<file path="config.mk">
export PLATFORM = sky130hd
export DESIGN_NAME = result_unit
export DESIGN_NICKNAME = d
export VERILOG_FILES = /design/src/rtl/rv_pkg.sv /design/src/rtl/result_unit.sv
export SDC_FILE = /design/constraint.sdc
export NUM_CORES = 2
export LEC_CHECK = 0
export BUFFER_PORTS_ARGS = -buffer_cell sky130_fd_sc_hd__buf_2
export CAP_MARGIN = 20
export CORE_MARGIN = 1
export CORE_UTILIZATION = 25
export DETAILED_ROUTE_END_ITERATION = 10
export PLACE_DENSITY = 0.43
export SLEW_MARGIN = 20
export SYNTH_ARGS = -nofsm -noshare
export SYNTH_HDL_FRONTEND = slang
export SYNTH_SLANG_ARGS = --single-unit
</file>
<file path="constraint.sdc">
create_clock -name clk -period 9.85 [get_ports clk]
set_input_delay 2.955 -clock clk [delete_from_list [all_inputs] [get_ports clk]]
set_output_delay 2.955 -clock clk [all_outputs]
set_load 0.005 [all_outputs]
</file>
<file path="src/rtl/rv_pkg.sv">
package rv_pkg;

	// major opcodes of the supported RV32I subset
	localparam logic [6:0] OPC_LUI    = 7'b0110111;
	localparam logic [6:0] OPC_AUIPC  = 7'b0010111;
	localparam logic [6:0] OPC_JAL    = 7'b1101111;
	localparam logic [6:0] OPC_JALR   = 7'b1100111;
	localparam logic [6:0] OPC_BRANCH = 7'b1100011;
	localparam logic [6:0] OPC_LOAD   = 7'b0000011;
	localparam logic [6:0] OPC_STORE  = 7'b0100011;
	localparam logic [6:0] OPC_OPIMM  = 7'b0010011;
	localparam logic [6:0] OPC_OP     = 7'b0110011;

	// compressed match patterns, laid out as funct3_b12_[11:7]_[6:2]_quadrant
	// order matters in casez, narrower patterns come first
	localparam logic [15:0] C_ADDI4SPN = 16'b000_?_?????_?????_00;
	localparam logic [15:0] C_LW       = 16'b010_?_?????_?????_00;
	localparam logic [15:0] C_SW       = 16'b110_?_?????_?????_00;
	localparam logic [15:0] C_ADDI     = 16'b000_?_?????_?????_01;
	localparam logic [15:0] C_JAL      = 16'b001_?_?????_?????_01;
	localparam logic [15:0] C_LI       = 16'b010_?_?????_?????_01;
	localparam logic [15:0] C_ADDI16SP = 16'b011_?_00010_?????_01;
	localparam logic [15:0] C_LUI      = 16'b011_?_?????_?????_01;
	localparam logic [15:0] C_SRLI     = 16'b100_?_00???_?????_01;
	localparam logic [15:0] C_SRAI     = 16'b100_?_01???_?????_01;
	localparam logic [15:0] C_ANDI     = 16'b100_?_10???_?????_01;
	localparam logic [15:0] C_SUB      = 16'b100_0_11???_00???_01;
	localparam logic [15:0] C_XOR      = 16'b100_0_11???_01???_01;
	localparam logic [15:0] C_OR       = 16'b100_0_11???_10???_01;
	localparam logic [15:0] C_AND      = 16'b100_0_11???_11???_01;
	localparam logic [15:0] C_J        = 16'b101_?_?????_?????_01;
	localparam logic [15:0] C_BEQZ     = 16'b110_?_?????_?????_01;
	localparam logic [15:0] C_BNEZ     = 16'b111_?_?????_?????_01;
	localparam logic [15:0] C_SLLI     = 16'b000_?_?????_?????_10;
	localparam logic [15:0] C_LWSP     = 16'b010_?_?????_?????_10;
	localparam logic [15:0] C_JR       = 16'b100_0_?????_00000_10;
	localparam logic [15:0] C_MV       = 16'b100_0_?????_?????_10;
	localparam logic [15:0] C_EBREAK   = 16'b100_1_00000_00000_10;
	localparam logic [15:0] C_JALR     = 16'b100_1_?????_00000_10;
	localparam logic [15:0] C_ADD      = 16'b100_1_?????_?????_10;
	localparam logic [15:0] C_SWSP     = 16'b110_?_?????_?????_10;

	// base instruction formats
	typedef struct packed {
		logic [6:0] funct7;
		logic [4:0] rs2;
		logic [4:0] rs1;
		logic [2:0] funct3;
		logic [4:0] rd;
		logic [6:0] opcode;
	} r_fmt_t;

	typedef struct packed {
		logic [11:0] imm;
		logic [4:0]  rs1;
		logic [2:0]  funct3;
		logic [4:0]  rd;
		logic [6:0]  opcode;
	} i_fmt_t;

	typedef struct packed {
		logic [6:0] imm_hi;
		logic [4:0] rs2;
		logic [4:0] rs1;
		logic [2:0] funct3;
		logic [4:0] imm_lo;
		logic [6:0] opcode;
	} s_fmt_t;

	typedef struct packed {
		logic       imm12;
		logic [5:0] imm10_5;
		logic [4:0] rs2;
		logic [4:0] rs1;
		logic [2:0] funct3;
		logic [3:0] imm4_1;
		logic       imm11;
		logic [6:0] opcode;
	} b_fmt_t;

	typedef struct packed {
		logic [19:0] imm;
		logic [4:0]  rd;
		logic [6:0]  opcode;
	} u_fmt_t;

	typedef struct packed {
		logic       imm20;
		logic [9:0] imm10_1;
		logic       imm11;
		logic [7:0] imm19_12;
		logic [4:0] rd;
		logic [6:0] opcode;
	} j_fmt_t;

	// one instruction word seen through every format
	typedef union packed {
		r_fmt_t r;
		i_fmt_t i;
		s_fmt_t s;
		b_fmt_t b;
		u_fmt_t u;
		j_fmt_t j;
	} instr_word_t;

	typedef enum logic [3:0] {
		ALU_ADD, ALU_SUB, ALU_SLL, ALU_SLT, ALU_SLTU, ALU_XOR,
		ALU_SRL, ALU_SRA, ALU_OR, ALU_AND, ALU_PASS_B
	} alu_op_e;

	typedef enum logic [2:0] {
		BR_NONE, BR_EQ, BR_NE, BR_LT, BR_GE, BR_LTU, BR_GEU, BR_JUMP
	} br_kind_e;

	typedef struct packed {
		alu_op_e     alu_op;
		br_kind_e    br_kind;
		logic        a_is_pc;
		logic        b_is_imm;
		logic [31:0] imm;
		logic [4:0]  rs1;
		logic [4:0]  rs2;
		logic [4:0]  rd;
		logic        rd_we;
		logic        is_load;
		logic        is_store;
		logic        is_jalr;
		logic        trap;
		logic        compressed;
	} dec_op_t;

	typedef struct packed {
		logic [31:0] pc;
		logic [31:0] next_pc;
		logic [4:0]  rd;
		logic        rd_we;
		logic [31:0] value;
		logic        is_load;
		logic        is_store;
		logic [31:0] store_data;
		logic        trap;
	} exec_res_t;

	typedef struct packed {
		logic [31:0] pc;
		logic [31:0] next_pc;
		logic [4:0]  rd;
		logic        rd_we;
		logic [31:0] rd_data;
		logic        mem_we;
		logic [31:0] mem_addr;
		logic [31:0] mem_wdata;
		logic        trap;
	} retire_t;

endpackage

</file>
<file path="src/rtl/result_unit.sv">
module result_unit #(
	parameter int DMEM_WORDS = 64
) (
	input  logic              clk,
	input  logic              reset,
	input  logic              ex_valid,
	input  rv_pkg::exec_res_t ex_res,
	input  logic [4:0]        rs1,
	input  logic [4:0]        rs2,
	output logic [31:0]       rs1_data,
	output logic [31:0]       rs2_data,
	output logic              retire_valid,
	output rv_pkg::retire_t   retire
);

	localparam int AW = $clog2(DMEM_WORDS);

	logic [31:0]     regs [1:31];
	logic [31:0]     dmem [DMEM_WORDS];
	logic [AW-1:0]   idx;
	logic [31:0]     load_data;
	logic [31:0]     wb_data;
	logic            reg_we;
	logic            mem_we;
	rv_pkg::retire_t rec;

	// word index wraps modulo the memory size
	assign idx       = ex_res.value[AW+1:2];
	assign load_data = dmem[idx];
	assign wb_data   = ex_res.is_load ? load_data : ex_res.value;
	assign reg_we    = ex_valid && ex_res.rd_we && !ex_res.trap && ex_res.rd != 5'd0;
	assign mem_we    = ex_valid && ex_res.is_store && !ex_res.trap;

	// read port with bypass from the write in flight
	function automatic logic [31:0] read_port(input logic [4:0] addr);
		logic [31:0] data;
		if (addr == 5'd0)
			data = '0;
		else if (reg_we && ex_res.rd == addr)
			data = wb_data;
		else
			data = regs[addr];
		return data;
	endfunction

	always_comb
	begin
		rs1_data = read_port(rs1);
		rs2_data = read_port(rs2);
	end

	always_ff @(posedge clk)
	begin
		if (reset)
		begin
			for (int i = 1; i < 32; i++)
				regs[i] <= '0;
			for (int i = 0; i < DMEM_WORDS; i++)
				dmem[i] <= '0;
		end
		else
		begin
			if (reg_we)
				regs[ex_res.rd] <= wb_data;
			if (mem_we)
				dmem[idx] <= ex_res.store_data;
		end
	end

	// fields of writes that did not happen read as zero
	always_comb
	begin
		rec.pc        = ex_res.pc;
		rec.next_pc   = ex_res.next_pc;
		rec.rd        = reg_we ? ex_res.rd : 5'd0;
		rec.rd_we     = reg_we;
		rec.rd_data   = reg_we ? wb_data : 32'd0;
		rec.mem_we    = mem_we;
		rec.mem_addr  = mem_we ? ex_res.value : 32'd0;
		rec.mem_wdata = mem_we ? ex_res.store_data : 32'd0;
		rec.trap      = ex_res.trap;
	end

	always_ff @(posedge clk)
	begin
		if (reset)
			retire_valid <= 1'b0;
		else
			retire_valid <= ex_valid;
		if (ex_valid)
			retire <= rec;
	end

endmodule

</file>
# After elaboration in Yosys (flattened, before gate mapping)
# Memory sizes are Yosys's and may differ from the RTL's.
# Cells that the tools add are included.
[word_totals] word_cells=46 input_bits=150 register_bits=169 ram_bits=3040 mem_count=2
[memory_table] name="dmem" depth=64 word_bits=32 read_ports=1 rd_ports_with_merged_regs=0 write_ports=64 line="result_unit.sv:19" source="logic [31:0] dmem [DMEM_WORDS];"
[memory_table] name="regs" depth=31 word_bits=32 read_ports=2 rd_ports_with_merged_regs=0 write_ports=31 line="result_unit.sv:18" source="logic [31:0] regs [1:31];"
[classes] n_reduce_logical=13 eq_ne=2 muxes=19
[ops] cell="32-bit two-way mux" count=7
[ops] cell="32-bit OR reduction" count=2
[ops] cell="5-bit == test" count=2
[ops] cell="5-bit zero test" count=2
[ops] cell="1-bit two-way mux" count=10
[ops] cell="1-bit logical AND" count=7
[ops] cell="6-bit two-way mux" count=1
[ops] cell="5-bit two-way mux" count=1
[ops] cell="5-bit nonzero test" count=1
[ops] cell="1-bit zero test" count=1

# Logic depth before layout (Yosys ltp)
[depth] depth_word=8 depth_mapped=14 depth_no_buf=7

# Worst setup path before layout
# No wires, ideal clock.
[synth_path] kind="input to output" from="input port rs1[0]" to="output port rs1_data[12]" t_required_ns=6.895 arrival_time_ns=5.114 cell_stages=7 slack_ns=1.781 path_cell_list="buf_2 clkbuf_1 buf_1 mux4_2 mux4_2 mux2i_1 o22ai_1"
[synth_via] elab_chain_cells=4 word_cells_on_any_way=6 cone_classes="eq/ne: 1; mux: 2; reduce/logical: 2; memory: 1"
[synth_rtl] item="start, declared" line="result_unit.sv:8" source="input logic [4:0] rs1,"
[synth_rtl] item="branches (longest 3 deep; another with memory read 31 x 32 bit)"
[synth_rtl] item="32-bit two-way mux *" line="result_unit.sv:37" source="if (addr == 5'd0)"
[synth_rtl] item="end, declared" line="result_unit.sv:10" source="output logic [31:0] rs1_data,"
# Every way passes the cells marked *.

# Worst setup path after layout
[layout_path] from="input port ex_res[38] (netlist bit)" to="output port rs2_data[1]"
[layout_via] elab_chain_cells=4
[layout_rtl] item="start, declared" line="result_unit.sv:7" source="input rv_pkg::exec_res_t ex_res,"
[layout_rtl] item="memory read 64 x 32 bit"
[layout_rtl] item="32-bit two-way mux" line="result_unit.sv:30" source="assign wb_data = ex_res.is_load ? load_data : ex_res.value;"
[layout_rtl] item="32-bit two-way mux" line="result_unit.sv:39" source="else if (reg_we && ex_res.rd == addr)"
[layout_rtl] item="32-bit two-way mux" line="result_unit.sv:37"
[layout_rtl] item="end, declared" line="result_unit.sv:11" source="output logic [31:0] rs2_data,"
# No other way between the ends.

==> results.sh <==
export IMPL_grt_pass1_wl_mm=905
export IMPL_clockBufferDepth=4
export IMPL_vias=100390
export IMPL_first_global_vias=97761
export IMPL_antenna_found_initial=74
export IMPL_num_rows=286
export IMPL_hold_violations=0
export IMPL_drv_slew=0
export IMPL_crit_path_end_kind="primary output"
export IMPL_gr_usage_all_layers=0.213
export IMPL_die_area_um2=614000
export IMPL_cts_htree_levels=5
export IMPL_port_buffers=382
export IMPL_ys_async_sr_fraction=0
export IMPL_fin_nets=11264
export IMPL_detail_route_iter0_violations=12922
export IMPL_core_area_um2=608000
export IMPL_fin_cells=19525
export IMPL_multiInputGateArea_um2=51200
export IMPL_clkSlewWorstSetupHoldPaths_ns=0.06
export IMPL_start_util=0.251
export IMPL_leakagePower_nw=63.8
export IMPL_cts_num_sinks=3241
export IMPL_crit_fanout=43
export IMPL_worstPathArrival_ns=6.81
export IMPL_critPathRequiredTime_ns=6.90
export IMPL_max_cap_violations=0
export IMPL_tightest_slew_ns=1.23
export IMPL_critPathKind="primary input to primary output"
export IMPL_syn_to_final_growth_pct=17.8
export IMPL_place_area_um2=167000
export IMPL_grt_max_degree=69
export IMPL_startpoint_type="primary input"
export IMPL_synth_cell_type_count=80
export IMPL_synth_flop_cell="edfxtp_1"
export IMPL_antenna_left=0
export IMPL_wl_per_cell_um=34.6
export IMPL_hold_path_class="register to register"
export IMPL_synth_edf_count=3240
export IMPL_max_freq_mhz=102
export IMPL_dr_pass1_iters=8
export IMPL_ys_ff_latch=3241
export IMPL_final_cell_area_um2=180000
export IMPL_rsz0062_at_grt="false"
export IMPL_fin_hold_ws_ns=1.20
export IMPL_vdd_drop_max_mv=0.149
export IMPL_finish_utilization=0.296
export IMPL_fp_dieW_um=784
export IMPL_drive_above_1_share=0.243
export IMPL_clock_skew_ns=0.0754
export IMPL_gr_total_overflow=0
export IMPL_powerDensity_nw_per_um2=188
export IMPL_syn_instance_count=10709
export IMPL_vias_per_cell=5.14
export IMPL_dp_hpwl_mm=414
export IMPL_fill_cells=60686
export IMPL_period_share=0.991
export IMPL_setup_viol=0
export IMPL_gp_congestion=0.863
export IMPL_drc=0
export IMPL_io_pin_count=383
export IMPL_wirelength_mm=676
export IMPL_syn_avg_cell_area_um2=14.3
export IMPL_cts_root_buf="clkbuf_16"
export IMPL_numCtsBuffers=382
export IMPL_clock_latency_ns=1.04
export IMPL_yosysSeqAreaShare=0.637
export IMPL_die_h_um=784
export IMPL_slew_headroom=0.177
export IMPL_syn_area_um2=153000
export IMPL_cts_tree="yes"
export IMPL_min_period_ns=9.76
export IMPL_status="finished clean"
export IMPL_dpl_cell_count=18789
export IMPL_regArea_um2=97300
export IMPL_yosysWarnings=0
## timing repair
action / CTS / global route
hold buffers: 0 / 0
pin swaps: 1 / 1
resized for setup: 7 / 8
cloned: 0 / 2
setup endpoints to repair: 10 / 6
buffers inserted: 0 / 0
## flip-flops by register name (all words and copies together) (netlist names)
register / count
retire: 168
retire_valid: 1
dmem: 2048
regs: 1024
## cell usage after synthesis, types with 76 or more instances
cell type | n | area (µm²)
mux4_2 | 669 | 15100
a22oi_1 | 183 | 1370
buf_2 | 230 | 1150
edfxtp_1 | 3240 | 97300
clkbuf_1 | 741 | 2780
mux2_2 | 155 | 1750
a21oi_1 | 93 | 465
o22ai_1 | 119 | 744
o21ai_0 | 168 | 841
nand2_1 | 302 | 1130
and2_1 | 2127 | 13300
nor2_1 | 1185 | 4450
a221o_1 | 76 | 761
a221oi_1 | 178 | 1560
mux2i_1 | 355 | 3550
## metal layers
layer	track usage	vias up	wire length (µm)
li1	-	40804	-
met1	0.287	53543	282000
met2	0.341	4964	311000
met3	0.0394	1067	53900
met4	0.0770	12	28600
met5	0	-	81
## worst max-delay path, cell delays in order
cell and delay (ns):
buf_16 0.28, buf_12 0.26, nor2b_4 0.13, buf_12 0.18
buf_12 0.17, buf_4 0.19, a22oi_1 0.26, o21ai_0 0.11
o21ai_1 0.57, o211ai_1 0.25, o32ai_4 0.54, buf_12 0.23
o21ai_0 0.22, buf_2 0.20
## kinds of logic after synthesis
logic type | count (synthesis) | synth area share
AOI/OAI and AO/OA | 1166 | 0.0585
buffers and inverters | 1179 | 0.0338
and+or+nand+nor | 3926 | 0.137
DFF | 3241 | 0.637
xor gates and xnor gates | 10 | 0.000573
muxes | 1186 | 0.134
other | 1 | 0.0000245
## where the power goes
part	switching (mW)	internal [mW]	total [mW]
logic	2.47	1.09	3.56
registers	0.199	15.8	16.0
clock network	6.23	8.17	14.4
## worst paths after layout
| kind | startpoint | endpoint | slack (ns) | cells past startpoint |
|---|---|---|---|---|
| max reg2reg | dmem[57][19] | regs[19][19] | 5.90 | 11 |
| min | dmem[52][4] | retire[70] | 1.20 | 6 |
| min reg2reg | dmem[52][4] | retire[70] | 1.20 | 6 |
| max | ex_res[38] | rs2_data[1] | 0.09 | 14 |
## cell type report
| class | count | share of cell area |
|---|---|---|
| multi-input combinational | 6320 | 0.284 |
| inverter | 44 | 0.00104 |
| antenna | 28 | 0.000389 |
| clock buffer | 465 | 0.0553 |
| clock inverter | 238 | 0.0132 |
| sequential | 3241 | 0.540 |
| timing repair buffer | 1125 | 0.0493 |
| tap | 8064 | 0.0560 |
## placed cells by master (no fill, tap or decap), types with 42 or more instances in the layout
master,count
edfxtp_1,3240
and2_1,2123
nor2_1,1113
mux4_2,669
buf_4,666
clkbuf_16,388
mux2i_1,355
buf_2,354
nand2_1,270
a22oi_1,182
a221oi_1,177
o21ai_0,162
mux2_2,155
o22ai_1,119
clkinv_1,95
a21oi_1,92
buf_12,90
clkbuf_1,79
a221o_1,76
clkinv_2,71
or2_2,70
nor2_2,68
a32oi_1,52
a22o_1,42
## stage by stage
stage	worst slack [ns]	TNS, ns	total power [mW]
finish	0.0862	0	33.9
global placement	-1.35	-9.11	19.8
global route	0.0186	0	34.7
CTS	0.0144	0	34.1
detailed placement	-0.423	-1.64	19.8
floorplan	1.78	0	17.8
Note: power is estimated with default switching activity, not from simulation.
