## config.mk

```make
export PLATFORM = sky130hd
export DESIGN_NAME = exec_unit
export DESIGN_NICKNAME = d
export VERILOG_FILES = /design/src/rtl/rv_pkg.sv /design/src/rtl/exec_unit.sv
export SDC_FILE = /design/constraint.sdc
export NUM_CORES = 1
export LEC_CHECK = 0
export BUFFER_PORTS_ARGS = -buffer_cell sky130_fd_sc_hd__buf_4
export CAP_MARGIN = 20
export CORE_ASPECT_RATIO = 1.2
export CORE_MARGIN = 1.5
export CORE_UTILIZATION = 35
export CTS_CLUSTER_DIAMETER = 40
export CTS_CLUSTER_SIZE = 20
export DETAILED_ROUTE_END_ITERATION = 10
export GPL_ROUTABILITY_DRIVEN = 0
export RECOVER_POWER = 50
export SYNTH_ARGS = -nofsm -noshare
export SYNTH_HDL_FRONTEND = slang
export SYNTH_SLANG_ARGS = --single-unit
```

## constraint.sdc

```tcl
create_clock -name clk -period 4.6 [get_ports clk]
set_clock_uncertainty 0.15 [all_clocks]
set_input_delay 0.92 -clock clk [delete_from_list [all_inputs] [get_ports clk]]
set_output_delay 0.92 -clock clk [all_outputs]
set_load 0.02 [all_outputs]
```

## src/rtl/rv_pkg.sv

```systemverilog
package rv_pkg;

	// major opcodes of the supported RV32I subset
	localparam logic [6:0] OPC_LUI    = 7'b0110111;
	localparam logic [6:0] OPC_AUIPC  = 7'b0010111;
	localparam logic [6:0] OPC_JAL    = 7'b1101111;
	localparam logic [6:0] OPC_JALR   = 7'b1100111;
	localparam logic [6:0] OPC_BRANCH = 7'b1100011;
	localparam logic [6:0] OPC_LOAD   = 7'b0000011;
	localparam logic [6:0] OPC_STORE  = 7'b0100011;
	localparam logic [6:0] OPC_OPIMM  = 7'b0010011;
	localparam logic [6:0] OPC_OP     = 7'b0110011;

	// compressed match patterns, laid out as funct3_b12_[11:7]_[6:2]_quadrant
	// order matters in casez, narrower patterns come first
	localparam logic [15:0] C_ADDI4SPN = 16'b000_?_?????_?????_00;
	localparam logic [15:0] C_LW       = 16'b010_?_?????_?????_00;
	localparam logic [15:0] C_SW       = 16'b110_?_?????_?????_00;
	localparam logic [15:0] C_ADDI     = 16'b000_?_?????_?????_01;
	localparam logic [15:0] C_JAL      = 16'b001_?_?????_?????_01;
	localparam logic [15:0] C_LI       = 16'b010_?_?????_?????_01;
	localparam logic [15:0] C_ADDI16SP = 16'b011_?_00010_?????_01;
	localparam logic [15:0] C_LUI      = 16'b011_?_?????_?????_01;
	localparam logic [15:0] C_SRLI     = 16'b100_?_00???_?????_01;
	localparam logic [15:0] C_SRAI     = 16'b100_?_01???_?????_01;
	localparam logic [15:0] C_ANDI     = 16'b100_?_10???_?????_01;
	localparam logic [15:0] C_SUB      = 16'b100_0_11???_00???_01;
	localparam logic [15:0] C_XOR      = 16'b100_0_11???_01???_01;
	localparam logic [15:0] C_OR       = 16'b100_0_11???_10???_01;
	localparam logic [15:0] C_AND      = 16'b100_0_11???_11???_01;
	localparam logic [15:0] C_J        = 16'b101_?_?????_?????_01;
	localparam logic [15:0] C_BEQZ     = 16'b110_?_?????_?????_01;
	localparam logic [15:0] C_BNEZ     = 16'b111_?_?????_?????_01;
	localparam logic [15:0] C_SLLI     = 16'b000_?_?????_?????_10;
	localparam logic [15:0] C_LWSP     = 16'b010_?_?????_?????_10;
	localparam logic [15:0] C_JR       = 16'b100_0_?????_00000_10;
	localparam logic [15:0] C_MV       = 16'b100_0_?????_?????_10;
	localparam logic [15:0] C_EBREAK   = 16'b100_1_00000_00000_10;
	localparam logic [15:0] C_JALR     = 16'b100_1_?????_00000_10;
	localparam logic [15:0] C_ADD      = 16'b100_1_?????_?????_10;
	localparam logic [15:0] C_SWSP     = 16'b110_?_?????_?????_10;

	// base instruction formats
	typedef struct packed {
		logic [6:0] funct7;
		logic [4:0] rs2;
		logic [4:0] rs1;
		logic [2:0] funct3;
		logic [4:0] rd;
		logic [6:0] opcode;
	} r_fmt_t;

	typedef struct packed {
		logic [11:0] imm;
		logic [4:0]  rs1;
		logic [2:0]  funct3;
		logic [4:0]  rd;
		logic [6:0]  opcode;
	} i_fmt_t;

	typedef struct packed {
		logic [6:0] imm_hi;
		logic [4:0] rs2;
		logic [4:0] rs1;
		logic [2:0] funct3;
		logic [4:0] imm_lo;
		logic [6:0] opcode;
	} s_fmt_t;

	typedef struct packed {
		logic       imm12;
		logic [5:0] imm10_5;
		logic [4:0] rs2;
		logic [4:0] rs1;
		logic [2:0] funct3;
		logic [3:0] imm4_1;
		logic       imm11;
		logic [6:0] opcode;
	} b_fmt_t;

	typedef struct packed {
		logic [19:0] imm;
		logic [4:0]  rd;
		logic [6:0]  opcode;
	} u_fmt_t;

	typedef struct packed {
		logic       imm20;
		logic [9:0] imm10_1;
		logic       imm11;
		logic [7:0] imm19_12;
		logic [4:0] rd;
		logic [6:0] opcode;
	} j_fmt_t;

	// one instruction word seen through every format
	typedef union packed {
		r_fmt_t r;
		i_fmt_t i;
		s_fmt_t s;
		b_fmt_t b;
		u_fmt_t u;
		j_fmt_t j;
	} instr_word_t;

	typedef enum logic [3:0] {
		ALU_ADD, ALU_SUB, ALU_SLL, ALU_SLT, ALU_SLTU, ALU_XOR,
		ALU_SRL, ALU_SRA, ALU_OR, ALU_AND, ALU_PASS_B
	} alu_op_e;

	typedef enum logic [2:0] {
		BR_NONE, BR_EQ, BR_NE, BR_LT, BR_GE, BR_LTU, BR_GEU, BR_JUMP
	} br_kind_e;

	typedef struct packed {
		alu_op_e     alu_op;
		br_kind_e    br_kind;
		logic        a_is_pc;
		logic        b_is_imm;
		logic [31:0] imm;
		logic [4:0]  rs1;
		logic [4:0]  rs2;
		logic [4:0]  rd;
		logic        rd_we;
		logic        is_load;
		logic        is_store;
		logic        is_jalr;
		logic        trap;
		logic        compressed;
	} dec_op_t;

	typedef struct packed {
		logic [31:0] pc;
		logic [31:0] next_pc;
		logic [4:0]  rd;
		logic        rd_we;
		logic [31:0] value;
		logic        is_load;
		logic        is_store;
		logic [31:0] store_data;
		logic        trap;
	} exec_res_t;

	typedef struct packed {
		logic [31:0] pc;
		logic [31:0] next_pc;
		logic [4:0]  rd;
		logic        rd_we;
		logic [31:0] rd_data;
		logic        mem_we;
		logic [31:0] mem_addr;
		logic [31:0] mem_wdata;
		logic        trap;
	} retire_t;

endpackage

```

## src/rtl/exec_unit.sv

```systemverilog
module exec_unit #(
	parameter logic [31:0] RESET_PC = 32'h0000_0000
) (
	input  logic              clk,
	input  logic              reset,
	input  logic              dec_valid,
	input  rv_pkg::dec_op_t   dec_op,
	output logic [4:0]        rs1,
	output logic [4:0]        rs2,
	input  logic [31:0]       rs1_data,
	input  logic [31:0]       rs2_data,
	output logic              ex_valid,
	output rv_pkg::exec_res_t ex_res
);

	logic [31:0]       pc;
	logic [31:0]       pc_len;
	logic [31:0]       op_a;
	logic [31:0]       op_b;
	logic [31:0]       alu_out;
	logic [31:0]       next_pc;
	logic              taken;
	rv_pkg::exec_res_t res;

	assign rs1    = dec_op.rs1;
	assign rs2    = dec_op.rs2;
	assign op_a   = dec_op.a_is_pc ? pc : rs1_data;
	assign op_b   = dec_op.b_is_imm ? dec_op.imm : rs2_data;
	assign pc_len = pc + (dec_op.compressed ? 32'd2 : 32'd4);

	always_comb
	begin
		case (dec_op.alu_op)
			rv_pkg::ALU_ADD:  alu_out = op_a + op_b;
			rv_pkg::ALU_SUB:  alu_out = op_a - op_b;
			rv_pkg::ALU_SLL:  alu_out = op_a << op_b[4:0];
			rv_pkg::ALU_SLT:  alu_out = {31'b0, $signed(op_a) < $signed(op_b)};
			rv_pkg::ALU_SLTU: alu_out = {31'b0, op_a < op_b};
			rv_pkg::ALU_XOR:  alu_out = op_a ^ op_b;
			rv_pkg::ALU_SRL:  alu_out = op_a >> op_b[4:0];
			rv_pkg::ALU_SRA:  alu_out = $unsigned($signed(op_a) >>> op_b[4:0]);
			rv_pkg::ALU_OR:   alu_out = op_a | op_b;
			rv_pkg::ALU_AND:  alu_out = op_a & op_b;
			default:          alu_out = op_b;
		endcase
	end

	// branch compare always on the two register operands
	always_comb
	begin
		case (dec_op.br_kind)
			rv_pkg::BR_EQ:   taken = rs1_data == rs2_data;
			rv_pkg::BR_NE:   taken = rs1_data != rs2_data;
			rv_pkg::BR_LT:   taken = $signed(rs1_data) < $signed(rs2_data);
			rv_pkg::BR_GE:   taken = $signed(rs1_data) >= $signed(rs2_data);
			rv_pkg::BR_LTU:  taken = rs1_data < rs2_data;
			rv_pkg::BR_GEU:  taken = rs1_data >= rs2_data;
			rv_pkg::BR_JUMP: taken = 1'b1;
			default:         taken = 1'b0;
		endcase
	end

	always_comb
	begin
		if (dec_op.is_jalr)
			next_pc = {alu_out[31:1], 1'b0};
		else if (taken)
			next_pc = pc + dec_op.imm;
		else
			next_pc = pc_len;

		res.pc         = pc;
		res.next_pc    = next_pc;
		res.rd         = dec_op.rd;
		res.rd_we      = dec_op.rd_we;
		// link address for jumps, otherwise result or memory address
		res.value      = dec_op.br_kind == rv_pkg::BR_JUMP ? pc_len : alu_out;
		res.is_load    = dec_op.is_load;
		res.is_store   = dec_op.is_store;
		res.store_data = rs2_data;
		res.trap       = dec_op.trap;
	end

	always_ff @(posedge clk)
	begin
		if (reset)
		begin
			pc       <= RESET_PC;
			ex_valid <= 1'b0;
		end
		else
		begin
			ex_valid <= dec_valid;
			if (dec_valid)
				pc <= next_pc;
		end
		if (dec_valid)
			ex_res <= res;
	end

endmodule

```

======== Word-level counts from Yosys, hierarchy flattened ========
Index checks and enable logic that the tools add are counted.
W data, S select, Z words.
word-level totals
  word-level logic and storage cells ...... 54
  register bits after elaboration ......... 170
  bits of input ports ..................... 129
  output and inout bits ................... 148
cells by class
  equal/unequal tests ..................... 18
  $add $sub $neg .......................... 4
  magnitude comparators ................... 6
  shifts and indexed selects .............. 3
  mux-type cells .......................... 8
  bitwise operators ....................... 3
  reductions and logical operators ........ 1
operators by type and width
  operator              number
  $pmux W32 S10         1
  $mux W32              5
  $lt A32 B32 Y1        4
  $add A32 B32 Y32      2
  $ge A32 B32 Y1        2
  $add A32 B3 Y32       1
  $and A32 B32 Y32      1
  $eq A32 B32 Y1        1
  $ne A32 B32 Y1        1
  $or A32 B32 Y32       1
  $shl A32 B5 Y32       1
  $shr A32 B5 Y32       1
  $sshr A32 B5 Y32      1
  $sub A32 B32 Y32      1
  $xor A32 B32 Y32      1
  $eq A4 B3 Y1 const B  4
  $eq A3 B3 Y1 const B  4
  $eq A4 B2 Y1 const B  2
  $eq A4 B4 Y1 const B  2
  $pmux W1 S7           1
  $eq A3 B2 Y1 const B  2
  $eq A4 B1 Y1 const B  1
  $logic_not A4 Y1      1
  $eq A3 B1 Y1 const B  1
  $mux W3               1

======== Depth between registers and ports, before layout ========
  depth after elaboration ................. 4
  mapped depth ............................ 19
  mapped depth without buffers ............ 15

======== Least setup slack after synthesis ========
Ideal clock, no wire load.
  path type ............................... input port to flip-flop
  start point ............................. input dec_op[53] in the netlist's numbering
  end point ............................... register ex_res[64] in the netlist's numbering, data pin
  setup time .............................. 270 ps
  stages .................................. 16
  required time ........................... 4180 ps
  slack ................................... -401 ps
  path buffers ............................ 4
  arrival time ............................ 4581 ps
  path through ............................ buf_6 buf_1 clkbuf_1 mux2i_1 ha_1 clkbuf_1 nand4_1 a2111oi_0 a21oi_1 o211ai_1 o21ai_0 o41ai_1 xor2_1 a211o_1 a22oi_1 mux2i_1
RTL lines
  element                 RTL line         RTL
  start: declaration      exec_unit.sv:7   input rv_pkg::dec_op_t dec_op,
  end signal: assignment  exec_unit.sv:98  ex_res <= res;
  end: declaration        exec_unit.sv:13  output rv_pkg::exec_res_t ex_res

======== Worst setup path after layout ========
  start point ............................. input dec_op[53] in the netlist's numbering
  end point ............................... register ex_res[96] in the netlist's numbering, data pin
on the way
  cells in the longest elaborated chain, start to end .. 4
  elaborated cells on any way between the ends .. 11
  classes of those cells .................. add/sub: 2; shift: 3; mux: 3; bitwise: 3
RTL lines
  element                                         RTL line         RTL
  $mux W32 (*)                                    exec_unit.sv:28  assign op_b = dec_op.b_is_imm ? dec_op.imm : rs2_data;
  $sub A32 B32 Y32, or another cell as far along  exec_unit.sv:35  rv_pkg::ALU_SUB: alu_out = op_a - op_b;
  $pmux W32 S10 (*)                               exec_unit.sv:33  case (dec_op.alu_op)
  $mux W32 (*)                                    exec_unit.sv:65  if (dec_op.is_jalr)
  net next_pc[23]                                 exec_unit.sv:21  logic [31:0] next_pc;
The timed path passes the listed nets; every way through them passes the cells marked *.
A chain may end at the register's enable or synchronous reset.

==> flow_metrics.py <==
metrics = {
    "worst_setup_path": {
        "end_kind": "flip-flop",
        "reg2reg_slack_ns": 0.27,
        "worstPathCellList": "buf_6 -> mux2i_4 -> buf_12 -> inv_4 -> buf_4 -> nor2_1 -> a22oi_1 -> nand3_1 -> o21ai_1 -> a2111oi_1 -> buf_4 -> o211ai_1 -> o22ai_1 -> buf_4 -> and2_1 -> nor2_1",
        "crit_top_cell": "buf_4",
        "r2r_end": "ex_res[96]",
        "worst_path_max_delay_cell": "a2111oi_1",
        "crit_required_ns": 4.65,
        "crit_arrival_ns": 4.68,
        "reg2reg_depth": 13,
        "path_max_fanout": 14,
        "max_stage_delay_ns": 0.67,
        "cp-start-kind": "input port",
        "r2r_start": "pc[23]",
        "worstSetupPathType": "input port to flip-flop",
    },
    "placed_design": {
        "dpl_worst_slack_ns": -0.4388,
        "placed_area_sq_mm": 0.02598,
        "numPortBuffers": 256,
        "dp_hpwl_um": 78510,
    },
    "min_path": {
        "whs_endpoint": "ex_res[105]",
        "min_delay_path_depth": 0,
        "min_path_type": "flip-flop to flip-flop",
        "min_from": "pc[0]",
    },
    "clock_network": {
        "cts_inserted_buffers": 17,
        "clock_latency_ns": 0.45,
        "root_buffer": "clkbuf_16",
        "ctsHtreeMaxLevel": 4,
        "clk_path_buf_depth": 2,
        "tritoncts": "built",
        "path_clk_slew_ns": 0.07,
        "cts.sinks": 170,
        "cts_setup_buffers": 0,
    },
    "drt": {
        "drcViolationCount": 0,
        "drt_iter0_markers": 3146,
        "vias_per_cell": 6.265,
        "first_pass_iters": 6,
        "wire_per_inst_um": 25.75,
        "num_vias": 23980,
        "routed_wl_um": 98570,
        "ant_nets": 0,
    },
    "timing": {
        "setup_viol": 3,
        "setup_slack_ns": -0.02931,
        "rsz0062_at_grt": "no",
        "period_minus_slack_ns": 4.629,
        "finalCritPeriodShare_pct": 100.6,
        "max-slew-margin-rel_pct": 21.55,
        "maxSlewViolCount": 0,
        "final_hold_viol_count": 0,
        "timing.fmax_ghz": 0.2160,
        "tightest_slew_ns": 1.164,
    },
    "synth": {
        "syn_inst": 2437,
        "synth_cell_types": 97,
        "syn_avg_cell_area_sq_um": 8.134,
        "syn-cell-area_sq_mm": 0.01982,
        "synth_xor_xnor_area_share_pct": 3.711,
        "synth_top_area_share_pct": 20.75,
        "ys_seq_area_share_pct": 24.09,
        "synth_fp_nets": 2735,
        "ys_ff_latch": 170,
        "synthSimpleGateAreaFrac_pct": 16.69,
        "yosysTopAreaCell": "edfxtp_1",
        "ys_top_cells_by_area": "edfxtp_1, ha_1, mux2i_1",
        "synth_most_common_cell": "nand2_1",
        "synth_flop_cell": "edfxtp_1",
        "async_reset_ff_share_pct": 0,
        "synth_fa_ha_area_share_pct": 10.82,
        "yosysWarnings": 0,
        "synth_enable_flop_cells": 137,
        "yosys-mux-area-fraction_pct": 10.48,
        "synth_top_family_by_area": "compound AO/OA/AOI/OAI gates",
        "synth_compound_area_share_pct": 27.36,
        "synth_commonest_cells": "nand2_1, nor2_1, a21oi_1, ha_1, inv_1",
    },
    "grt": {
        "grt_use_total_pct": 32.90,
        "antenna_found_initial": 3,
        "grt_start_max_net_pins": 80,
        "overflow": 0,
        "grt_pass1_vias": 23300,
        "grt_pass1_wl_um": 144100,
    },
    "floorplan": {
        "die-area_sq_mm": 0.05808,
        "fp.dieH_um": 263.7,
        "core_sq_mm": 0.05598,
        "start_util_pct": 35.41,
        "die_w_um": 220.3,
        "num_io_pins": 277,
        "num_rows": 95,
    },
    "pwr": {
        "vdd_ir_drop_max_uv": 295.7,
        "leakage_uw": 0.01144,
        "p_sw_uw": 3222,
        "power_density_mw_per_mm2": 287.4,
        "p_sw_share_pct": 42.92,
        "seqPwrFrac_pct": 26.1,
        "comb_power_share_pct": 54.8,
        "p_clk_share_pct": 19.0,
        "p_int_uw": 4284,
    },
    "layout": {
        "regArea_sq_mm": 0.004775,
        "stdcell_area_sq_mm": 0.02612,
        "fillers": 5489,
        "area_growth_pct": 31.76,
        "multi_input_area_sq_mm": 0.01374,
        "drive_gt1_share_pct": 25.39,
        "nets": 3385,
    },
    "run_status": {
        "violations": "negative setup slack",
        "outcome": "complete, but fails checks",
    },
    "job": {
        "drv_cap": 0,
    },
}
worst max-delay path: cells and delay by family:
family | cells | cell delay (ns)
buf+inv | 6 | 1.04
compound gates | 5 | 1.52
mux | 1 | 0.31
simple gates | 4 | 0.88
final cells by class:
| class | instances | area share, % |
|---|---|---|
| multi-input cells | 1962 | 52.62 |
| repair buffers | 781 | 21.20 |
| flip-flops and latches | 170 | 18.28 |
| well taps | 727 | 3.483 |
| inverters | 155 | 2.247 |
| clock buffers | 18 | 1.643 |
| clock inverters | 14 | 0.5174 |
| diodes | 1 | 0.009581 |
cell families after synthesis:
kind of cell,count (synthesis)
flip-flops,170
multiplexers,181
XOR/XNOR,84
buffers and inverters,305
AND/OR/NAND/NOR,732
adder cells (fa/ha/maj),169
AO/OA/AOI/OAI,796
metrics by stage:
stage / utilization, % / TNS, ns / total power, uW / hold WS [ns] / cells
global route: 46.65 / 0 / 7796 / 0.3996 / 3827
finish: 46.65 / -0.03418 / 7506 / 0.4135 / 3828
floorplan: - / 0 / 4109 / 0.2833 / 2437
CTS: 47.42 / 0 / 7409 / 0.3942 / 3827
detailed placement: 46.41 / -6.166 / 5980 / 0.3910 / 3795
global placement: 46.41 / -3.950 / 5931 / 0.3751 / 3795
worst max-delay path by stage:
stage | start | to | cells past startpoint | slack (ns)
6_report | dec_op[53] | ex_res[96] | 16 | -0.03
5_1_grt | dec_op[54] | ex_res[102] | 18 | 0.01
4_1_cts | dec_op[54] | ex_res[102] | 18 | 0.02
3_5_place_dp | dec_op[54] | ex_res[64] | 18 | -0.44
3_3_place_gp | dec_op[53] | ex_res[64] | 17 | -0.37
2_1_floorplan | dec_op[53] | ex_res[64] | 17 | 0.009
flip-flops by register name (all words and copies together) (netlist names):
| signal | count |
|---|---|
| ex_res | 137 |
| ex_valid | 1 |
| pc | 32 |
power by group through the flow:
stage	combinational (uW)	clock, uW	sequential, uW
final	4110	1430	1960
after floorplan	1980	0	2130
after CTS	4010	1440	1960
after global routing	4320	1500	1980
after detailed placement	3990	0	1990
after global placement	3940	0	1990
repair_timing:
action,in CTS,in global routing
hold endpoints to repair,0,0
endpoints found under the setup margin,0,11
hold buffers,0,0
gates resized for setup,0,7
layout by cell type, fill, tap and decap left out, types with 114 or more instances in the layout:
cell type / synthesis / layout
nand2_1: 241 / 241
clkbuf_1: 74 / 120
inv_1: 144 / 144
nor2_1: 235 / 235
buf_4: 15 / 638
edfxtp_1: 137 / 137
mux2i_1: 134 / 132
ha_1: 165 / 163
o21ai_0: 116 / 114
a21oi_1: 197 / 196
routing by layer:
layer	global-route usage, %	share of wire [%]
met1	39.09	36
met2	52.84	45
met3	7.208	11
met4	21.84	8.1
met5	0	0.043
No activity file was read; power rests on OpenSTA's default activity.
