===== src/rtl/rv_pkg.sv =====
package rv_pkg;

	// major opcodes of the supported RV32I subset
	localparam logic [6:0] OPC_LUI    = 7'b0110111;
	localparam logic [6:0] OPC_AUIPC  = 7'b0010111;
	localparam logic [6:0] OPC_JAL    = 7'b1101111;
	localparam logic [6:0] OPC_JALR   = 7'b1100111;
	localparam logic [6:0] OPC_BRANCH = 7'b1100011;
	localparam logic [6:0] OPC_LOAD   = 7'b0000011;
	localparam logic [6:0] OPC_STORE  = 7'b0100011;
	localparam logic [6:0] OPC_OPIMM  = 7'b0010011;
	localparam logic [6:0] OPC_OP     = 7'b0110011;

	// compressed match patterns, laid out as funct3_b12_[11:7]_[6:2]_quadrant
	// order matters in casez, narrower patterns come first
	localparam logic [15:0] C_ADDI4SPN = 16'b000_?_?????_?????_00;
	localparam logic [15:0] C_LW       = 16'b010_?_?????_?????_00;
	localparam logic [15:0] C_SW       = 16'b110_?_?????_?????_00;
	localparam logic [15:0] C_ADDI     = 16'b000_?_?????_?????_01;
	localparam logic [15:0] C_JAL      = 16'b001_?_?????_?????_01;
	localparam logic [15:0] C_LI       = 16'b010_?_?????_?????_01;
	localparam logic [15:0] C_ADDI16SP = 16'b011_?_00010_?????_01;
	localparam logic [15:0] C_LUI      = 16'b011_?_?????_?????_01;
	localparam logic [15:0] C_SRLI     = 16'b100_?_00???_?????_01;
	localparam logic [15:0] C_SRAI     = 16'b100_?_01???_?????_01;
	localparam logic [15:0] C_ANDI     = 16'b100_?_10???_?????_01;
	localparam logic [15:0] C_SUB      = 16'b100_0_11???_00???_01;
	localparam logic [15:0] C_XOR      = 16'b100_0_11???_01???_01;
	localparam logic [15:0] C_OR       = 16'b100_0_11???_10???_01;
	localparam logic [15:0] C_AND      = 16'b100_0_11???_11???_01;
	localparam logic [15:0] C_J        = 16'b101_?_?????_?????_01;
	localparam logic [15:0] C_BEQZ     = 16'b110_?_?????_?????_01;
	localparam logic [15:0] C_BNEZ     = 16'b111_?_?????_?????_01;
	localparam logic [15:0] C_SLLI     = 16'b000_?_?????_?????_10;
	localparam logic [15:0] C_LWSP     = 16'b010_?_?????_?????_10;
	localparam logic [15:0] C_JR       = 16'b100_0_?????_00000_10;
	localparam logic [15:0] C_MV       = 16'b100_0_?????_?????_10;
	localparam logic [15:0] C_EBREAK   = 16'b100_1_00000_00000_10;
	localparam logic [15:0] C_JALR     = 16'b100_1_?????_00000_10;
	localparam logic [15:0] C_ADD      = 16'b100_1_?????_?????_10;
	localparam logic [15:0] C_SWSP     = 16'b110_?_?????_?????_10;

	// base instruction formats
	typedef struct packed {
		logic [6:0] funct7;
		logic [4:0] rs2;
		logic [4:0] rs1;
		logic [2:0] funct3;
		logic [4:0] rd;
		logic [6:0] opcode;
	} r_fmt_t;

	typedef struct packed {
		logic [11:0] imm;
		logic [4:0]  rs1;
		logic [2:0]  funct3;
		logic [4:0]  rd;
		logic [6:0]  opcode;
	} i_fmt_t;

	typedef struct packed {
		logic [6:0] imm_hi;
		logic [4:0] rs2;
		logic [4:0] rs1;
		logic [2:0] funct3;
		logic [4:0] imm_lo;
		logic [6:0] opcode;
	} s_fmt_t;

	typedef struct packed {
		logic       imm12;
		logic [5:0] imm10_5;
		logic [4:0] rs2;
		logic [4:0] rs1;
		logic [2:0] funct3;
		logic [3:0] imm4_1;
		logic       imm11;
		logic [6:0] opcode;
	} b_fmt_t;

	typedef struct packed {
		logic [19:0] imm;
		logic [4:0]  rd;
		logic [6:0]  opcode;
	} u_fmt_t;

	typedef struct packed {
		logic       imm20;
		logic [9:0] imm10_1;
		logic       imm11;
		logic [7:0] imm19_12;
		logic [4:0] rd;
		logic [6:0] opcode;
	} j_fmt_t;

	// one instruction word seen through every format
	typedef union packed {
		r_fmt_t r;
		i_fmt_t i;
		s_fmt_t s;
		b_fmt_t b;
		u_fmt_t u;
		j_fmt_t j;
	} instr_word_t;

	typedef enum logic [3:0] {
		ALU_ADD, ALU_SUB, ALU_SLL, ALU_SLT, ALU_SLTU, ALU_XOR,
		ALU_SRL, ALU_SRA, ALU_OR, ALU_AND, ALU_PASS_B
	} alu_op_e;

	typedef enum logic [2:0] {
		BR_NONE, BR_EQ, BR_NE, BR_LT, BR_GE, BR_LTU, BR_GEU, BR_JUMP
	} br_kind_e;

	typedef struct packed {
		alu_op_e     alu_op;
		br_kind_e    br_kind;
		logic        a_is_pc;
		logic        b_is_imm;
		logic [31:0] imm;
		logic [4:0]  rs1;
		logic [4:0]  rs2;
		logic [4:0]  rd;
		logic        rd_we;
		logic        is_load;
		logic        is_store;
		logic        is_jalr;
		logic        trap;
		logic        compressed;
	} dec_op_t;

	typedef struct packed {
		logic [31:0] pc;
		logic [31:0] next_pc;
		logic [4:0]  rd;
		logic        rd_we;
		logic [31:0] value;
		logic        is_load;
		logic        is_store;
		logic [31:0] store_data;
		logic        trap;
	} exec_res_t;

	typedef struct packed {
		logic [31:0] pc;
		logic [31:0] next_pc;
		logic [4:0]  rd;
		logic        rd_we;
		logic [31:0] rd_data;
		logic        mem_we;
		logic [31:0] mem_addr;
		logic [31:0] mem_wdata;
		logic        trap;
	} retire_t;

endpackage


===== src/rtl/comp_instr_decoder.sv =====
module comp_instr_decoder (
	input  logic [15:0] instruction,
	output logic [31:0] decomp_instruction,
	output logic        reserved
);

	logic [31:0] word;
	logic        res;
	logic [4:0]  rd;
	logic [4:0]  rs2;
	logic [4:0]  rp_a;
	logic [4:0]  rp_b;
	logic [11:0] imm6;
	logic [9:0]  spn_imm;
	logic [11:0] sp16_imm;
	logic [6:0]  lw_off;
	logic [7:0]  lwsp_off;
	logic [7:0]  swsp_off;
	logic [20:0] cj_imm;
	logic [12:0] cb_imm;
	logic        nz6_zero;

	// full register fields and the primed x8..x15 forms
	assign rd   = instruction[11:7];
	assign rs2  = instruction[6:2];
	assign rp_a = {2'b01, instruction[9:7]};
	assign rp_b = {2'b01, instruction[4:2]};

	// immediates, bit scatter per the compressed formats
	assign imm6     = {{6{instruction[12]}}, instruction[12], instruction[6:2]};
	assign nz6_zero = {instruction[12], instruction[6:2]} == 6'd0;
	assign spn_imm  = {instruction[10:7], instruction[12:11], instruction[5], instruction[6], 2'b00};
	assign sp16_imm = {{3{instruction[12]}}, instruction[4:3], instruction[5], instruction[2],
		instruction[6], 4'b0000};
	assign lw_off   = {instruction[5], instruction[12:10], instruction[6], 2'b00};
	assign lwsp_off = {instruction[3:2], instruction[12], instruction[6:4], 2'b00};
	assign swsp_off = {instruction[8:7], instruction[12:9], 2'b00};
	assign cj_imm   = {{10{instruction[12]}}, instruction[8], instruction[10:9], instruction[6],
		instruction[7], instruction[2], instruction[11], instruction[5:3], 1'b0};
	assign cb_imm   = {{5{instruction[12]}}, instruction[6:5], instruction[2],
		instruction[11:10], instruction[4:3], 1'b0};

	always_comb
	begin
		word = '0;
		res  = 1'b0;
		casez (instruction)
			// also catches the all-zero word
			rv_pkg::C_ADDI4SPN:
			begin
				word = {2'b00, spn_imm, 5'd2, 3'b000, rp_b, rv_pkg::OPC_OPIMM};
				res  = spn_imm == 10'd0;
			end
			rv_pkg::C_LW:
				word = {5'b0, lw_off, rp_a, 3'b010, rp_b, rv_pkg::OPC_LOAD};
			rv_pkg::C_SW:
				word = {5'b0, lw_off[6:5], rp_b, rp_a, 3'b010, lw_off[4:0], rv_pkg::OPC_STORE};
			// C.NOP is addi x0 with a zero immediate
			rv_pkg::C_ADDI:
				word = {imm6, rd, 3'b000, rd, rv_pkg::OPC_OPIMM};
			// jal links x1, j links x0
			rv_pkg::C_JAL, rv_pkg::C_J:
				word = {cj_imm[20], cj_imm[10:1], cj_imm[11], cj_imm[19:12],
					{4'b0000, ~instruction[15]}, rv_pkg::OPC_JAL};
			rv_pkg::C_LI:
				word = {imm6, 5'd0, 3'b000, rd, rv_pkg::OPC_OPIMM};
			rv_pkg::C_ADDI16SP:
			begin
				word = {sp16_imm, 5'd2, 3'b000, 5'd2, rv_pkg::OPC_OPIMM};
				res  = nz6_zero;
			end
			rv_pkg::C_LUI:
			begin
				word = {{14{instruction[12]}}, instruction[12], instruction[6:2], rd,
					rv_pkg::OPC_LUI};
				res  = nz6_zero;
			end
			// bit 10 picks the arithmetic shift
			rv_pkg::C_SRLI, rv_pkg::C_SRAI:
			begin
				word = {1'b0, instruction[10], 5'b0, rs2, rp_a, 3'b101, rp_a, rv_pkg::OPC_OPIMM};
				res  = instruction[12];
			end
			rv_pkg::C_ANDI:
				word = {imm6, rp_a, 3'b111, rp_a, rv_pkg::OPC_OPIMM};
			rv_pkg::C_SUB:
				word = {7'b0100000, rp_b, rp_a, 3'b000, rp_a, rv_pkg::OPC_OP};
			rv_pkg::C_XOR:
				word = {7'b0000000, rp_b, rp_a, 3'b100, rp_a, rv_pkg::OPC_OP};
			rv_pkg::C_OR:
				word = {7'b0000000, rp_b, rp_a, 3'b110, rp_a, rv_pkg::OPC_OP};
			rv_pkg::C_AND:
				word = {7'b0000000, rp_b, rp_a, 3'b111, rp_a, rv_pkg::OPC_OP};
			// funct3 bit 13 selects bne over beq
			rv_pkg::C_BEQZ, rv_pkg::C_BNEZ:
				word = {cb_imm[12], cb_imm[10:5], 5'd0, rp_a, {2'b00, instruction[13]},
					cb_imm[4:1], cb_imm[11], rv_pkg::OPC_BRANCH};
			rv_pkg::C_SLLI:
			begin
				word = {7'b0, rs2, rd, 3'b001, rd, rv_pkg::OPC_OPIMM};
				res  = instruction[12];
			end
			rv_pkg::C_LWSP:
				word = {4'b0, lwsp_off, 5'd2, 3'b010, rd, rv_pkg::OPC_LOAD};
			rv_pkg::C_JR:
			begin
				word = {12'b0, rd, 3'b000, 5'd0, rv_pkg::OPC_JALR};
				res  = rd == 5'd0;
			end
			rv_pkg::C_MV:
				word = {7'b0, rs2, 5'd0, 3'b000, rd, rv_pkg::OPC_OP};
			// system opcode, trapped further down
			rv_pkg::C_EBREAK:
				word = 32'h0010_0073;
			rv_pkg::C_JALR:
				word = {12'b0, rd, 3'b000, 5'd1, rv_pkg::OPC_JALR};
			rv_pkg::C_ADD:
				word = {7'b0, rs2, rd, 3'b000, rd, rv_pkg::OPC_OP};
			rv_pkg::C_SWSP:
				word = {4'b0, swsp_off[7:5], rs2, 5'd2, 3'b010, swsp_off[4:0], rv_pkg::OPC_STORE};
			// float, rv64 and other unsupported encodings
			default:
				res = 1'b1;
		endcase
	end

	assign reserved           = res;
	assign decomp_instruction = res ? 32'b0 : word;

endmodule


===== src/rtl/instr_decoder.sv =====
module instr_decoder (
	input  logic            clk,
	input  logic            reset,
	input  logic            instr_valid,
	input  logic [31:0]     instr,
	output logic            dec_valid,
	output rv_pkg::dec_op_t dec_op
);

	logic [31:0]         expanded;
	logic                reserved;
	logic                compressed;
	logic                illegal;
	rv_pkg::instr_word_t w;
	rv_pkg::dec_op_t     op;

	comp_instr_decoder u_expand (
		.instruction        (instr[15:0]),
		.decomp_instruction (expanded),
		.reserved           (reserved)
	);

	assign compressed = instr[1:0] != 2'b11;
	assign w          = compressed ? expanded : instr;

	function automatic rv_pkg::alu_op_e alu_sel(input logic [2:0] f3, input logic alt);
		rv_pkg::alu_op_e sel;
		case (f3)
			3'b000:  sel = alt ? rv_pkg::ALU_SUB : rv_pkg::ALU_ADD;
			3'b001:  sel = rv_pkg::ALU_SLL;
			3'b010:  sel = rv_pkg::ALU_SLT;
			3'b011:  sel = rv_pkg::ALU_SLTU;
			3'b100:  sel = rv_pkg::ALU_XOR;
			3'b101:  sel = alt ? rv_pkg::ALU_SRA : rv_pkg::ALU_SRL;
			3'b110:  sel = rv_pkg::ALU_OR;
			default: sel = rv_pkg::ALU_AND;
		endcase
		return sel;
	endfunction

	always_comb
	begin
		op            = '0;
		op.alu_op     = rv_pkg::ALU_ADD;
		op.br_kind    = rv_pkg::BR_NONE;
		op.rs1        = w.r.rs1;
		op.rs2        = w.r.rs2;
		op.rd         = w.r.rd;
		op.compressed = compressed;
		illegal       = 1'b0;
		case (w.r.opcode)
			rv_pkg::OPC_LUI, rv_pkg::OPC_AUIPC:
			begin
				op.alu_op  = w.r.opcode[5] ? rv_pkg::ALU_PASS_B : rv_pkg::ALU_ADD;
				op.a_is_pc = 1'b1;
				op.b_is_imm = 1'b1;
				op.imm     = {w.u.imm, 12'b0};
				op.rd_we   = 1'b1;
			end
			rv_pkg::OPC_JAL:
			begin
				op.br_kind = rv_pkg::BR_JUMP;
				op.imm     = {{11{w.j.imm20}}, w.j.imm20, w.j.imm19_12, w.j.imm11,
					w.j.imm10_1, 1'b0};
				op.rd_we   = 1'b1;
			end
			// target comes out of the alu as rs1 + imm
			rv_pkg::OPC_JALR:
			begin
				op.br_kind  = rv_pkg::BR_JUMP;
				op.is_jalr  = 1'b1;
				op.b_is_imm = 1'b1;
				op.imm      = {{20{w.i.imm[11]}}, w.i.imm};
				op.rd_we    = 1'b1;
				illegal     = w.r.funct3 != 3'b000;
			end
			rv_pkg::OPC_BRANCH:
			begin
				op.imm = {{19{w.b.imm12}}, w.b.imm12, w.b.imm11, w.b.imm10_5, w.b.imm4_1, 1'b0};
				case (w.r.funct3)
					3'b000:  op.br_kind = rv_pkg::BR_EQ;
					3'b001:  op.br_kind = rv_pkg::BR_NE;
					3'b100:  op.br_kind = rv_pkg::BR_LT;
					3'b101:  op.br_kind = rv_pkg::BR_GE;
					3'b110:  op.br_kind = rv_pkg::BR_LTU;
					3'b111:  op.br_kind = rv_pkg::BR_GEU;
					default: illegal = 1'b1;
				endcase
			end
			// word access only
			rv_pkg::OPC_LOAD:
			begin
				op.is_load  = 1'b1;
				op.b_is_imm = 1'b1;
				op.imm      = {{20{w.i.imm[11]}}, w.i.imm};
				op.rd_we    = 1'b1;
				illegal     = w.r.funct3 != 3'b010;
			end
			rv_pkg::OPC_STORE:
			begin
				op.is_store = 1'b1;
				op.b_is_imm = 1'b1;
				op.imm      = {{20{w.s.imm_hi[6]}}, w.s.imm_hi, w.s.imm_lo};
				illegal     = w.r.funct3 != 3'b010;
			end
			rv_pkg::OPC_OPIMM:
			begin
				op.alu_op   = alu_sel(w.r.funct3, w.r.funct3 == 3'b101 && w.r.funct7[5]);
				op.b_is_imm = 1'b1;
				op.imm      = {{20{w.i.imm[11]}}, w.i.imm};
				op.rd_we    = 1'b1;
				illegal     = (w.r.funct3 == 3'b001 && w.r.funct7 != 7'd0) ||
					(w.r.funct3 == 3'b101 && {w.r.funct7[6], w.r.funct7[4:0]} != 6'd0);
			end
			rv_pkg::OPC_OP:
			begin
				op.alu_op = alu_sel(w.r.funct3, w.r.funct7[5]);
				op.rd_we  = 1'b1;
				illegal   = {w.r.funct7[6], w.r.funct7[4:0]} != 6'd0 ||
					(w.r.funct7[5] && w.r.funct3 != 3'b000 && w.r.funct3 != 3'b101);
			end
			default:
				illegal = 1'b1;
		endcase

		// x0 is never written
		if (op.rd == 5'd0)
			op.rd_we = 1'b0;
		if (illegal || (compressed && reserved))
		begin
			op.trap     = 1'b1;
			op.rd_we    = 1'b0;
			op.is_load  = 1'b0;
			op.is_store = 1'b0;
			op.is_jalr  = 1'b0;
			op.br_kind  = rv_pkg::BR_NONE;
		end
	end

	always_ff @(posedge clk)
	begin
		if (reset)
			dec_valid <= 1'b0;
		else
			dec_valid <= instr_valid;
		if (instr_valid)
			dec_op <= op;
	end

endmodule


===== config.mk =====
export PLATFORM = sky130hd
export DESIGN_NAME = instr_decoder
export DESIGN_NICKNAME = d
export VERILOG_FILES = /design/src/rtl/rv_pkg.sv /design/src/rtl/comp_instr_decoder.sv /design/src/rtl/instr_decoder.sv
export SDC_FILE = /design/constraint.sdc
export NUM_CORES = 1
export LEC_CHECK = 0
export BUFFER_PORTS_ARGS = -buffer_cell sky130_fd_sc_hd__buf_2
export CAP_MARGIN = 40
export CORE_UTILIZATION = 30
export DETAILED_ROUTE_END_ITERATION = 16
export PLACE_DENSITY = 0.48
export RECOVER_POWER = 50
export SYNTH_ARGS = -nofsm -noshare
export SYNTH_HDL_FRONTEND = slang
export SYNTH_SLANG_ARGS = --single-unit

===== constraint.sdc =====
create_clock -name clk -period 5 [get_ports clk]
set_input_delay 0.25 -clock clk [delete_from_list [all_inputs] [get_ports clk]]
set_output_delay 0.25 -clock clk [all_outputs]
set_load 0.02 [all_outputs]

# Word-level counts from Yosys, hierarchy flattened
# Index checks and enable logic that the tools add are counted.
dict set report totals {
  reg_bits 63
  latchBits 0
  ram_bits 0
  rom_bits 0
  in_bits 35
  output_inout_bits 63
  elab_cells 127
  n_memories 0
}
dict set report classes {
  n_addsub 0
  mul 0
  div 0
  order_cmp 0
  n_eq_ne 44
  shifts 0
  n_mux 32
  bitwise 1
  n_reduce_logical 35
}
# op n
set ops {}
lappend ops {{one-hot mux 32 bit (11 select lines)} 1}
lappend ops {{one-hot mux 32 bit (7 select lines)} 1}
lappend ops {{one-hot mux 32 bit (5 select lines)} 1}
lappend ops {{two-way mux 32 bit} 3}
lappend ops {{one-hot mux 32 bit (2 select lines)} 1}
lappend ops {{one-hot mux 28 bit (2 select lines)} 1}
lappend ops {{one-hot mux 4 bit (7 select lines)} 2}
lappend ops {{equality test 7 bit (second input constant)} 6}
lappend ops {{equality test 10 bit (second input constant)} 4}
lappend ops {{equality test 5 bit (second input constant)} 5}
lappend ops {{equality test 11 bit (second input constant)} 2}
lappend ops {{equality test 7 x 6 -> 1 bit (second input constant)} 3}
lappend ops {{equality test 5 x 4 -> 1 bit (second input constant)} 4}
lappend ops {{one-hot mux 3 bit (6 select lines)} 1}
lappend ops {{OR reduction 2 bit} 9}
lappend ops {{OR reduction 6 bit} 3}
lappend ops {{equality test 16 bit (second input constant)} 1}
lappend ops {{logical NOT 5 bit} 3}
lappend ops {{two-way mux 1 bit} 15}
lappend ops {{equality test 7 x 5 -> 1 bit (second input constant)} 2}
lappend ops {{equality test 3 bit (second input constant)} 4}
lappend ops {{equality test 6 bit (second input constant)} 2}
lappend ops {{one-hot mux 4 bit (3 select lines)} 1}
lappend ops {{equality test 10 x 9 -> 1 bit (second input constant)} 1}
lappend ops {{other kinds (26)} 36}

# Depth between registers and ports, before layout
dict set report logic_depth {
  depth_word 16
  mapped_depth 15
  ltp_nobuf 11
}

# Modules after synthesis
# Synthesis repeated with hierarchy kept, for this count alone.
dict set report unflattened {
  hier_cells 550
  area_unflattened_um2 4942.2
}
# mod n_inst cells_each area_per_inst_um2 seq_area_each_um2
set modules_own_cells {}
lappend modules_own_cells {instr_decoder 1 298 3380.7 1881.8}
lappend modules_own_cells {comp_instr_decoder 1 252 1561.5 0.0}

# Least setup slack after synthesis
# Ideal clock, no wire load.
dict set report synth_timing {
  kind {input port to flip-flop}
  from {input port instr[7]}
  to {register dec_op[48] (netlist bit) (data pin)}
  setup_time_ps 265
  t_arrival_ps 3292
  slack_ps 1443
  stages 13
  path_buffers 3
  path_cell_list {buf_6 or4_4 or4_1 o211a_1 and2_1 buf_6 nor2_1 o41a_1 mux2_2 a32oi_2 or2_1 buf_4 o21ai_2}
}
# item line
set synth_rtl {}
lappend synth_rtl {{from (decl)} instr_decoder.sv:5} ;# input logic [31:0] instr,
lappend synth_rtl {{to (signal assigned)} instr_decoder.sv:147} ;# dec_op <= op;
lappend synth_rtl {{to (decl)} instr_decoder.sv:7} ;# output rv_pkg::dec_op_t dec_op

==> impl_results.md <==
* End point of the critical path: dec_op[1]
* Layout-stage area growth over the synthesis result at 19.5%
* Register bit count reported by yosys at 63
* Most frequent cells after synthesis: 65 x nand2_1, 62 x edfxtp_1, 49 x nor2_1, 39 x a21oi_1, 32 x o21ai_0
* Clock transition at the registers of the reported paths at 0.06 ns
* Synthesized area divided by synthesized cell count at 8.68 µm²
* Number of hold violations in the final report at 0
* Post-place instance area at 5460 µm²
* Largest stage delay on the critical path at 0.52 ns
* Synth top area cells: edfxtp_1 39%, nand2_1 5.1%, a21oi_1 4.1%
* Sink Count at 63
* Initial core utilization at 0.310
* Data required time at the worst endpoint at 5.07 ns
* Highest clock rate at 246 MHz
* Post-route insts no fill at 849
* Clock H-tree levels at 3
* Number of DRC markers in iteration 0 at 480
* Gp weighted congestion at 0.952
* Number of resized instances in the post-cts repair step at 0
* Placed Cells incl. Taps at 833
* Critical path type: primary input to register
* Post-Syn Instances at 549
* Critical path launch point type: primary input
* Most instantiated flip-flop cell in the synthesis netlist: edfxtp_1
* Global router's overall resource usage at 0.228
* Depth of the worst hold-timing path at 2
* Number of antenna diodes at 0
* Number of top-level design ports at 98
* Critical path data arrival time at 4.13 ns
* Share of the yosys chip area belonging to registers at 0.395
* Worst IR drop on VDD at 0.000122 V
* Fill cell total of the finished layout at 1625
* Netlist area before placement at 4770 µm²
* Vias post-DR at 4966
* Violated checks: max-capacitance violations, max-slew violations
* Worst min path class: primary input to register
* DRC at 0
* Kind of end point of the critical path: register
* Slowest-stage cell, CP: a2bb2oi_2
* Wire length of the first global-routing pass at 28.0 mm
* Die outline height at 128 µm
* Yosys top cell by area: edfxtp_1
* Mapped Nets at 584
* # hold bufs at CTS at 0
* Cell at the root of the clock tree: clkbuf_16
* Number of buffers added on ports at 97
* Cell variety after synth at 82
* Series of cell instances along the critical path: buf_2, or3b_1, or4_1, o211a_1, and2_1, o21ai_1, a2bb2oi_2, a2111oi_2, a41oi_2, o211ai_1, or3_1
* Final Instance Area at 5700 µm²
* Die outline area at 16400 µm²
* First-pass DRT Iterations at 5
* Share of the synthesized area in the top cell type at 0.391
* Yosys warnings at 0
* Via count of the first global-routing pass at 4827
* Clock tree from TritonCTS: done
* Core Region at 15400 µm²
* Final-report setup violation count at 0
* Detailed placement HPWL at 14.1 mm
* Number of CTS-inserted buffers at 9
* Post-route worst hold slack at 0.0719 ns
* Final wirelength at 18.3 mm
* Standby leakage power at 2.13 nW
* Per-cell routed wire length at 21.5 µm
* Fraction of final layout cells with drive strength greater than 1 at 0.207
* Buffer levels on the longest clock path at 2
* Fraction of the cycle the final worst path needs at 0.812
* Critical Path Start: instr[1]
* Pwr Total at 1.66 mW
* Unrepaired setup endpoints after global routing: no
* Die Span X at 128 µm
* Power density normalized to cell area at 291 nW/µm²
* Remaining Overflow, GRT at 0
* Maximum fanout count along the critical path at 27
* Number of synthesized flops with an enable pin at 62
* Ratio of routed vias to standard cells at 5.85
* Async set-or-reset flop fraction in the synthesized netlist at 0
* Final critical delay including setup and external delays at 4.06 ns
* Sum of negative setup slack at 0 ns
* Number of rows created at floorplan at 45
* Antenna violation net count after detailed routing at 0
* Post-route core utilization at 0.371
* Worst Setup Slack, final at 0.941 ns
* # Max-Cap Violations at 1
* NumNets Final at 668
* Outcome: finished with violations
* Most repeated cell in the gate-level netlist after synthesis: nand2_1
* Buffers inserted during post-CTS setup optimization at 0
* Number of max-slew violations in the final report at 64
* Placement-stage worst setup slack at 0.698 ns
* Pin slew with the least headroom to its limit at 3.25 ns
* Pin count of the biggest net entering global routing at 64
* Tightest slew margin relative to the limit at -1.17
* Number of antenna violations at the first check in global routing at 0
[flip-flops by register name, summed over array words and instances, names as in the netlist]
name       count
dec_op        62
dec_valid      1
[kinds of logic (layout without fill, tap and decap cells)]
group / count (synthesis) / count (layout) / share of synthesized area
buffers and inverters: 57 / 146 / 0.0525
AO/OA/AOI/OAI: 192 / 192 / 0.290
AND/OR/NAND/NOR: 233 / 233 / 0.254
flip-flops: 63 / 63 / 0.395
multiplexers: 4 / 4 / 0.00893
[critical path, delay by kind of cell]
kind	cells	cell delay [ns]
and+or+nand+nor	4	1.63
AOI/OAI and AO/OA	6	1.87
buffers and inverters	1	0.35
[cells in the final DEF, fill, tap and decap left out, drive strengths merged, types with 16 or more instances in the layout]
cell type | synthesis | routed
nand2 | 66 | 66
nand3 | 18 | 18
buf | 13 | 82
inv | 15 | 16
o21ai | 58 | 58
nor2 | 50 | 50
nor3 | 18 | 18
a21oi | 41 | 41
clkbuf | 29 | 41
edfxtp | 62 | 62
[routing by layer]
metal / up-vias / track usage / wire [µm]
met3: 60 / 0.0551 / 1370
met5: - / 0 / 0
met2: 254 / 0.355 / 8120
met4: 0 / 0.113 / 800
met1: 2371 / 0.297 / 8000
li1: 2281 / - / -
[worst min path at each step]
stage	from	to	slack [ns]
detailed placement	reset	dec_valid	0.41
CTS	reset	dec_valid	0.07
floorplan	reset	dec_valid	0.32
global route	reset	dec_valid	0.07
finish	reset	dec_valid	0.07
global placement	reset	dec_valid	0.41
[power by group]
part | leakage (nW) | switching [mW] | total (mW) | internal [mW]
clock network | 0.136 | 0.230 | 0.565 | 0.335
registers | 0.601 | 0.0118 | 0.649 | 0.637
logic | 1.39 | 0.309 | 0.441 | 0.132
total | 2.13 | 0.550 | 1.66 | 1.11
[layout make-up]
| type | count | area [µm²] | share of cell area |
|---|---|---|---|
| multi-input combinational | 429 | 2640 | 0.464 |
| sequential | 63 | 1880 | 0.330 |
| timing repair buffer | 115 | 579 | 0.102 |
| tap | 211 | 264 | 0.0464 |
| clock buffer | 9 | 225 | 0.0395 |
| inverter | 15 | 56.3 | 0.00989 |
| clock inverter | 7 | 48.8 | 0.00857 |
Power figures use the tool's default switching activity.
